## config.mk

```make
export PLATFORM = sky130hd
export DESIGN_NAME = requestArbiter
export DESIGN_NICKNAME = d
export VERILOG_FILES = /design/src/design/memCtrlPkg.sv /design/src/design/requestArbiter.sv
export VERILOG_INCLUDE_DIRS = /design/src /design/src/design
export SDC_FILE = /design/constraint.sdc
export NUM_CORES = 1
export LEC_CHECK = 0
export BUFFER_PORTS_ARGS = -buffer_cell sky130_fd_sc_hd__buf_2
export CAP_MARGIN = 5
export CORE_MARGIN = 2
export CORE_UTILIZATION = 39
export CTS_BUF_LIST = sky130_fd_sc_hd__clkbuf_8 sky130_fd_sc_hd__clkbuf_16
export CTS_CLUSTER_SIZE = 24
export DETAILED_ROUTE_END_ITERATION = 8
export PLACE_DENSITY = 0.86
export SLEW_MARGIN = 0
export SYNTH_ARGS = -nofsm -noshare
export SYNTH_HDL_FRONTEND = slang
export SYNTH_SLANG_ARGS = --single-unit
```

## constraint.sdc

```tcl
create_clock -name clk -period 6.55 [get_ports clk]
set_input_delay 1.965 -clock clk [delete_from_list [all_inputs] [get_ports clk]]
set_output_delay 1.965 -clock clk [all_outputs]
set_load 0.005 [all_outputs]
```

## src/design/memCtrl_config.svh

```systemverilog
`ifndef MEMCTRL_CONFIG_SVH
`define MEMCTRL_CONFIG_SVH

// byte address into the RAM
`define MEM_ADDR_WIDTH 17

`define WORD_WIDTH 32

`define BYTE_WIDTH 8

// byte count of one request, 1 2 or 4
`define LEN_WIDTH 3

`endif

```

## src/design/memCtrlPkg.sv

```systemverilog
`default_nettype none

`include "memCtrl_config.svh"

package memCtrlPkg;

    // current user of the RAM port
    typedef enum logic [1:0] {
        ownerIdle = 2'd0,
        ownerData = 2'd1,
        ownerInst = 2'd2
    } busOwner_e;

    typedef enum logic [1:0] {
        kindInstRead  = 2'd0,
        kindDataLoad  = 2'd1,
        kindDataStore = 2'd2
    } accessKind_e;

    // lane 0 is the byte at the lowest address
    typedef union packed {
        logic [`WORD_WIDTH-1:0] word;
        logic [`WORD_WIDTH/`BYTE_WIDTH-1:0][`BYTE_WIDTH-1:0] lanes;
    } memWord_u;

endpackage

`default_nettype wire

```

## src/design/requestArbiter.sv

```systemverilog
`default_nettype none

`include "memCtrl_config.svh"

module requestArbiter (
    input  wire                             clk,
    input  wire                             rst,
    input  wire                             advance,
    input  wire                             dataEn,
    input  wire                             dataStore,
    input  wire [`LEN_WIDTH-1:0]            dataLen,
    input  wire [`MEM_ADDR_WIDTH-1:0]       dataAddr,
    input  wire [`WORD_WIDTH-1:0]           dataWrite,
    input  wire                             fetchEn,
    input  wire [`MEM_ADDR_WIDTH-1:0]       fetchAddr,
    input  wire                             reqRetire,
    output logic                            reqStart,
    output memCtrlPkg::accessKind_e         reqKind,
    output logic [`MEM_ADDR_WIDTH-1:0]      reqAddr,
    output logic [`LEN_WIDTH-1:0]           reqLen,
    output logic [`WORD_WIDTH-1:0]          reqWord,
    output memCtrlPkg::busOwner_e           busOwner
);

    logic idle;

    assign idle = (busOwner == memCtrlPkg::ownerIdle);

    // owner stays set until the assembler retires the request,
    // so an enable that is still high is not taken twice
    always_ff @(posedge clk) begin
        if (rst) begin
            busOwner <= memCtrlPkg::ownerIdle;
            reqStart <= 1'b0;
        end else if (advance) begin
            reqStart <= 1'b0;
            if (idle) begin
                if (dataEn) begin
                    busOwner <= memCtrlPkg::ownerData;
                    reqStart <= 1'b1;
                end else if (fetchEn) begin
                    busOwner <= memCtrlPkg::ownerInst;
                    reqStart <= 1'b1;
                end
            end else if (reqRetire) begin
                busOwner <= memCtrlPkg::ownerIdle;
            end
        end
    end

    // data side wins a tie
    always_ff @(posedge clk) begin
        if (advance && idle) begin
            if (dataEn) begin
                reqKind <= dataStore ? memCtrlPkg::kindDataStore : memCtrlPkg::kindDataLoad;
                reqAddr <= dataAddr;
                reqLen  <= dataLen;
                reqWord <= dataWrite;
            end else if (fetchEn) begin
                reqKind <= memCtrlPkg::kindInstRead;
                reqAddr <= fetchAddr;
                // whole instruction
                reqLen  <= `LEN_WIDTH'(4);
                reqWord <= '0;
            end
        end
    end

endmodule

`default_nettype wire

```

-- After elaboration in Yosys (flattened, before gate mapping)
Cells that the tools add are included.
- register bits: 57
- input port bits: 76
- output and inout port bits: 57
- eq/ne operators: 1
- multiplexer cells: 16
- reduce and logical (&&, ||, !) cells: 6
- operators with widths (cell ; number):
    2-to-1 mux 32 bit ; 2
    2-to-1 mux 17 bit ; 2
    2-to-1 mux 2 bit ; 7
    2-to-1 mux 3 bit ; 2
    nonzero test 2 bit ; 2
    2-to-1 mux 1 bit ; 3
    inequality test 3 bit (second input constant) ; 1
    AND reduction 3 bit ; 1
    zero test 2 bit ; 1
    AND reduction 2 bit ; 1
    logical AND 1 bit ; 1

-- Logic depth before layout (Yosys ltp)
Gate-level depths: netlist (run 1).
- depth in word-level cells: 3
- depth in mapped cells: 3
- gate-level depth less buffers: 2

-- Least setup slack after synthesis (run 1)
OpenSTA, ideal clock, no wires.
- path type: input to register
- start point: in dataEn
- end point: reg reqAddr[0] (enable)
- setup time: 533 ps
- arrival: 5928 ps
- required time: 6017 ps
- setup slack: 89 ps
- cell stages on the path: 3
- path buffers: 1
- cell sequence: buf_2 -> nor2_1 -> nor3_1
- longest elaborated chain between the ends: 2
- ends and longest elaborated chain (element ; line ; RTL):
    start, declared ; requestArbiter.sv:9 ; input wire dataEn,
    nonzero test 2 bit (no source line) ; -- ;
    AND reduction 2 bit (no source line) ; -- ;
    end signal, assigned ; requestArbiter.sv:56 ; reqAddr <= dataAddr;
    end signal, assigned ; requestArbiter.sv:61 ; reqAddr <= fetchAddr;
    end, declared ; requestArbiter.sv:19 ; output logic [`MEM_ADDR_WIDTH-1:0] reqAddr,
Every way passes these cells.
A chain may end at the register's enable or synchronous reset.

-- Worst setup path after layout (run 1)
- start point: in dataEn
- end point: reg reqAddr[4] (enable)
Same word-level chain as after synthesis.

==> out/qor.yml, run 1 <==
status:
  outcome: "completed"
place:
  dp.cells: 328
  numPortBuffers: 132
  dpl_worst_slack_ns: 2.732
  place_congestion: 0.6905
die:
  rows: 27
  fp.dieH_um: 79.38
  dieArea_um2: 6300
  ioPinCount: 133
  die_width_um: 79.38
  initial_core_util_pct: 40.24
  core_um2: 5507
grt:
  grt_max_degree: 58
  grt_pass1_vias: 1507
  grt_pass1_wl_um: 6831
  antenna_found_initial: 0
  grt.overflow.total: 0
  grtUsageTotal_pct: 14.54
clocking:
  root_buffer: "clkbuf_8"
  cts_sinks: 57
  cts_buffer_depth: 2
  postCtsSetupBuffers: 0
  cts_htree_levels: 3
  cts_resized: 0
  clk_pin_slew_ns: 0.06
  cts_buffers: 9
  cts_tree: "done"
  insertion_delay_ns: 0.31
  hold_buffers: 0
yosys:
  synth_compound_area_share_pct: 1.694
  ys.flop_type: "edfxtp_1"
  synth_top_area_share_pct: 73.18
  yosysUniqueCellTypes: 18
  synth_top_family_by_area: "simple AND/OR/NAND/NOR gates"
  synth_xor_area_share_pct: 0
  ys_seq_area_share_pct: 75.89
  synth_area_leaders: "edfxtp_1 73%, and2_1 9.9%, mux2_1 8.6%, dfxtp_1 2.7%, nand2b_1 0.56%"
  synth_top_area_cell: "edfxtp_1"
  synth_commonest_cells: "54 x edfxtp_1, 35 x and2_1, 17 x mux2_1"
  syn_avg_cell_area_um2: 17.31
  syn_nets: 204
  synth.most_common_cell: "edfxtp_1"
  synth_edf_count: 54
  synth_cells: 128
  synthMuxAreaShare_pct: 8.639
  synth_simple_gate_area_share_pct: 12.48
  yosysWarnings: 0
  ys_ff_latch: 57
  synth_area_um2: 2216
  ys_async_sr_fraction_pct: 0
  synth_fa_ha_area_share_pct: 0
finish:
  fin_cells: 343
  num-nets-final: 343
  fillers: 464
  area_growth_pct: 41.39
  drive_above_1_share_pct: 54.98
  antennaDiodeCount: 0
  post-route-util_pct: 56.90
critical_path:
  worstSetupEndpointType: "flop"
  critPathRequiredTime_ns: 6.52
  path_max_fanout: 57
  crit_type: "primary input to flop"
  cp-start-kind: "primary input"
  arrival_ns: 3.44
timing:
  min_period_ns: 3.461
  finalHoldViolCount: 0
  worst_slew_pin_slew_ns: 0.8786
  final-max-slew-violation-count: 0
  fmax_mhz: 288.9
  relSlewSlack_pct: 41.42
  skew_ns: 0.002945
  min_period_over_period_pct: 52.84
  rsz0062_at_grt: "false"
  setup_viol: 0
  setup_slack_ns: 3.089
  tns_ns: 0
detailed_routing:
  drt_wl_total_um: 4472
  ant_nets: 0
  drt_iter0_markers: 64
  drtPass1Iterations: 4
  vias: 1542
  vias_per_cell: 4.496
  route.detailed.wl_per_inst_um: 13.04
  drc: 0
power:
  total_power_uw: 811.6
  power_density_nw_per_um2: 259.0
  ir_drop_mv: 0.1405
  p_leak_nw: 1.371
flow_run:
  cap_viol_max_count: 0
worst_hold_path:
  min_path_type: "flop to flop"
final cells by class:
| cell class | instances | area [um2] | share of cell area, % |
|---|---|---|---|
| repair buffers | 134 | 675.6 | 21.57 |
| well taps | 72 | 90.09 | 2.875 |
| clock buffers | 9 | 123.9 | 3.954 |
| flip-flops and latches | 57 | 1682 | 53.67 |
| clock inverters | 6 | 51.30 | 1.637 |
| multi-input cells | 65 | 510.5 | 16.29 |
routing by layer:
layer  GRT usage [%]  share of wire, %
met5               0                 0
met4           7.586               2.1
met3           3.846               7.5
met2           25.08                53
met1           16.53                37
worst paths after layout:
path,cells after the start,startpoint,slack [ns],endpoint
min,1,busOwner[1],0.55,busOwner[1]
min reg2reg,1,busOwner[1],0.55,busOwner[1]
max reg2reg,3,busOwner[0],5.13,reqAddr[4]
max,4,dataEn,3.09,reqAddr[4]
logic make-up after synthesis:
family                 Yosys count
AND/OR/NAND/NOR                 43
AO/OA/AOI/OAI                    5
multiplexers                    17
buffers and inverters            6
flip-flops                      57
placed cells by master (no fill, tap or decap):
cell type | Yosys | layout
buf_2 | 2 | 132
edfxtp_1 | 54 | 54
and2_1 | 35 | 35
mux2_1 | 17 | 17
clkbuf_8 | 0 | 9
dfxtp_1 | 3 | 3
nand2b_1 | 2 | 2
a21oi_1 | 2 | 2
clkinv_1 | 0 | 2
clkinv_2 | 0 | 2
buf_4 | 1 | 2
nor2_1 | 1 | 1
nor3_2 | 0 | 1
nor2b_1 | 1 | 1
a21bo_2 | 1 | 1
nand4bb_1 | 1 | 1
or3b_2 | 1 | 1
o41ai_1 | 1 | 1
or4b_1 | 1 | 1
o2bb2ai_1 | 1 | 1
inv_1 | 0 | 1
bufinv_16 | 0 | 1
where the power goes:
group | leakage, nW | internal, mW | switching [mW] | total (mW)
registers | 0.544 | 0.430 | 0.00646 | 0.437
clock network | 0.0951 | 0.168 | 0.123 | 0.291
logic | 0.732 | 0.0446 | 0.0394 | 0.0840
total | 1.37 | 0.643 | 0.169 | 0.812
state kept, by name (all words and copies together) (netlist names):
register / cells
busOwner: 2
reqAddr: 17
reqKind: 2
reqLen: 3
reqStart: 1
reqWord: 32
critical path, cell delays in order:
cell and delay, ns:
buf_2 0.66, nor2_1 0.18, nor3_2 0.23, buf_4 0.38
stage by stage:
step	cell area, um2	hold WS [ns]
floorplan	2216	0.5036
global placement	2958	0.5198
detailed placement	2958	0.5404
CTS	3133	0.5474
global route	3133	0.5646
finish	3133	0.5522
Power figures use the tool's default switching activity.
==> inputs of run 2 (changes only) <==
--- a/config.mk
+++ b/config.mk
@@ -9,11 +9,11 @@
 export BUFFER_PORTS_ARGS = -buffer_cell sky130_fd_sc_hd__buf_2
 export CAP_MARGIN = 5
 export CORE_MARGIN = 2
-export CORE_UTILIZATION = 39
+export CORE_UTILIZATION = 40
 export CTS_BUF_LIST = sky130_fd_sc_hd__clkbuf_8 sky130_fd_sc_hd__clkbuf_16
 export CTS_CLUSTER_SIZE = 24
 export DETAILED_ROUTE_END_ITERATION = 8
-export PLACE_DENSITY = 0.86
+export PLACE_DENSITY = 0.85
 export SLEW_MARGIN = 0
 export SYNTH_ARGS = -nofsm -noshare
 export SYNTH_HDL_FRONTEND = slang
==> constraint.sdc (replaced) <==
create_clock -name clk -period 3.5 [get_ports clk]
set_input_delay 1.05 -clock clk [delete_from_list [all_inputs] [get_ports clk]]
set_output_delay 1.05 -clock clk [all_outputs]
set_load 0.005 [all_outputs]
==> run 2 against run 1 <==
- sequential cell count stayed put
- setup slack worse by 1.8 ns
- power is 78% higher
- global-route usage is 0.96 points higher
- sequential power is 87% higher
- via count is 0.45% lower
- critical path type unchanged
- critical endpoint is now reqWord[6]
- largest power group unchanged
==> out/qor.yml, run 2 (synthesis results as in run 1) <==
status:
  outcome: "completed"
finish:
  largest_reg_flops: 32  # unchanged
  top_regs: "reqWord (32), reqAddr (17), reqLen (3)"
  multi_input_area_um2: 516.7  # +1.2%
  fin_cells: 345  # +0.58%
  drive_above_1_share_pct: 54.95  # about the same
  antennaDiodeCount: 0  # unchanged
  final_common_cell: "buf_2"
  layout_common_cells: "132 x buf_2, 54 x edfxtp_1, 35 x and2_1"
  regMostFlops: "reqWord"
  num-nets-final: 344  # +0.29%
  fillers: 457  # -1.5%
  area_growth_pct: 41.05
  register_area_um2: 1682  # unchanged
  post-route-util_pct: 57.46  # +0.57 points
timing:
  skew_ns: 0.003574  # +0.0006289 ns
  min_period_ns: 2.175
  worst_slew_pin_slew_ns: 0.4253  # -0.4534 ns
  tns_ns: 0  # unchanged
  fmax_mhz: 459.8
  relSlewSlack_pct: 71.65  # +30 points
  finalHoldViolCount: 0  # unchanged
  min_period_over_period_pct: 62.13
  final-max-slew-violation-count: 0  # unchanged
  setup_viol: 0  # unchanged
  rsz0062_at_grt: "false"
clocking:
  insertion_delay_ns: 0.32  # about the same
  cts_sinks: 57  # unchanged
  cts_buffers: 9  # unchanged
  postCtsSetupBuffers: 0  # unchanged
  cts_buffer_depth: 2  # unchanged
  cts_htree_levels: 3  # unchanged
  root_buffer: "clkbuf_8"
  hold_buffers: 0  # unchanged
  clk_pin_slew_ns: 0.06  # about the same
  cts_resized: 0  # unchanged
  cts_tree: "done"
die:
  die_width_um: 78.43  # -1.2%
  dieArea_um2: 6151  # -2.4%
  core_um2: 5439  # -1.2%
  ioPinCount: 133  # unchanged
  fp.dieH_um: 78.43  # -1.2%
  rows: 27  # unchanged
  initial_core_util_pct: 40.74  # +0.50 points
critical_path:
  path_max_fanout: 30  # -47%
  worstSetupEndpointType: "flop"
  critPathLaunch: "dataEn"
  ff2ff_path_depth: 3  # unchanged
  r2r_end: "reqWord[6]"
  r2r_start: "busOwner[0]"
  cp-start-kind: "primary input"
  cp-endpoint: "reqWord[6]"
  arrival_ns: 2.15  # -1.29 ns
  critPathRequiredTime_ns: 3.48  # -3.04 ns
  crit_type: "primary input to flop"
  rrSetupSlack_ns: 2.10  # -3.03 ns
grt:
  grtUsageTotal_pct: 15.50  # +0.96 points
  antenna_found_initial: 0  # unchanged
  grt.overflow.total: 0  # unchanged
  grt_max_degree: 31  # -47%
  grt_pass1_vias: 1529  # +1.5%
  grt_pass1_wl_um: 7058  # +3.3%
power:
  ir_drop_mv: 0.2075  # +48%
  total_power_mw: 1.448  # +78%
  p_leak_nw: 1.370  # about the same
  power_density_nw_per_um2: 463.2  # +79%
detailed_routing:
  drc: 0  # unchanged
  drt_wl_total_um: 4445  # -0.60%
  ant_nets: 0  # unchanged
  route.detailed.wl_per_inst_um: 12.88  # -1.2%
  drt_iter0_markers: 22  # -66%
  drtPass1Iterations: 4  # unchanged
  vias: 1535  # -0.45%
  vias_per_cell: 4.449  # -1.0%
place:
  numPortBuffers: 132  # unchanged
  place_hpwl_um: 3269
  place_congestion: 0.6693  # -3.1%
  dp.cells: 329  # +0.30%
worst_hold_path:
  min_path_type: "flop to flop"
flow_run:
  cap_viol_max_count: 0  # unchanged
[run 2: cell types whose count changed in the layout (fill, tap and decap cells not counted)]
cell,delta
buf_4,+1
bufinv_16,-1
clkinv_2,+1
inv_1,+1
nor3_2,-1
nor3_4,+1
[run 2: critical path: stages]
cell	delay [ns]
buf_2	0.35
nor2_1	0.16
nor3_4	0.20
buf_4	0.37
[run 2: metrics by stage]
step	cell area [um2]	worst slack (ns)	hold WS (ns)
finish	3126	1.325	0.5882
global route	3126	1.187	0.6086
CTS	3126	1.293	0.5977
detailed placement	2972	0.9438	0.5703
global placement	2972	1.026	0.5518
floorplan	2227	0.4180	0.5368
[run 2: worst min-delay path by stage]
stage / from / endpoint / slack [ns] / cells after the start
detailed placement: busOwner[1] / busOwner[1] / 0.57 / 1
global route: reqStart / reqStart / 0.61 / 2
CTS: reqStart / reqStart / 0.60 / 2
floorplan: busOwner[1] / busOwner[1] / 0.54 / 1
global placement: busOwner[1] / busOwner[1] / 0.55 / 1
finish: busOwner[0] / busOwner[0] / 0.59 / 2
[run 2: power breakdown]
group	switching [mW]	total [mW]	internal, mW
Combinational	0.0739	0.158	0.0844
Clock	0.230	0.472	0.242
Sequential	0.0122	0.818	0.805
[run 2: area by class of cell]
| type | instances | share of cell area, % |
|---|---|---|
| timing repair buffer | 135 | 21.86 |
| clock buffer | 9 | 3.963 |
| sequential | 57 | 53.80 |
| multi-input combinational | 65 | 16.53 |
| clock inverter | 7 | 0.9608 |
| tap | 72 | 2.882 |
[run 2: layer usage]
metal	track usage, %	share of wire, %
met5	0	0
met4	7.719	1.6
met3	4.483	7.6
met2	25.26	51
met1	18.90	40
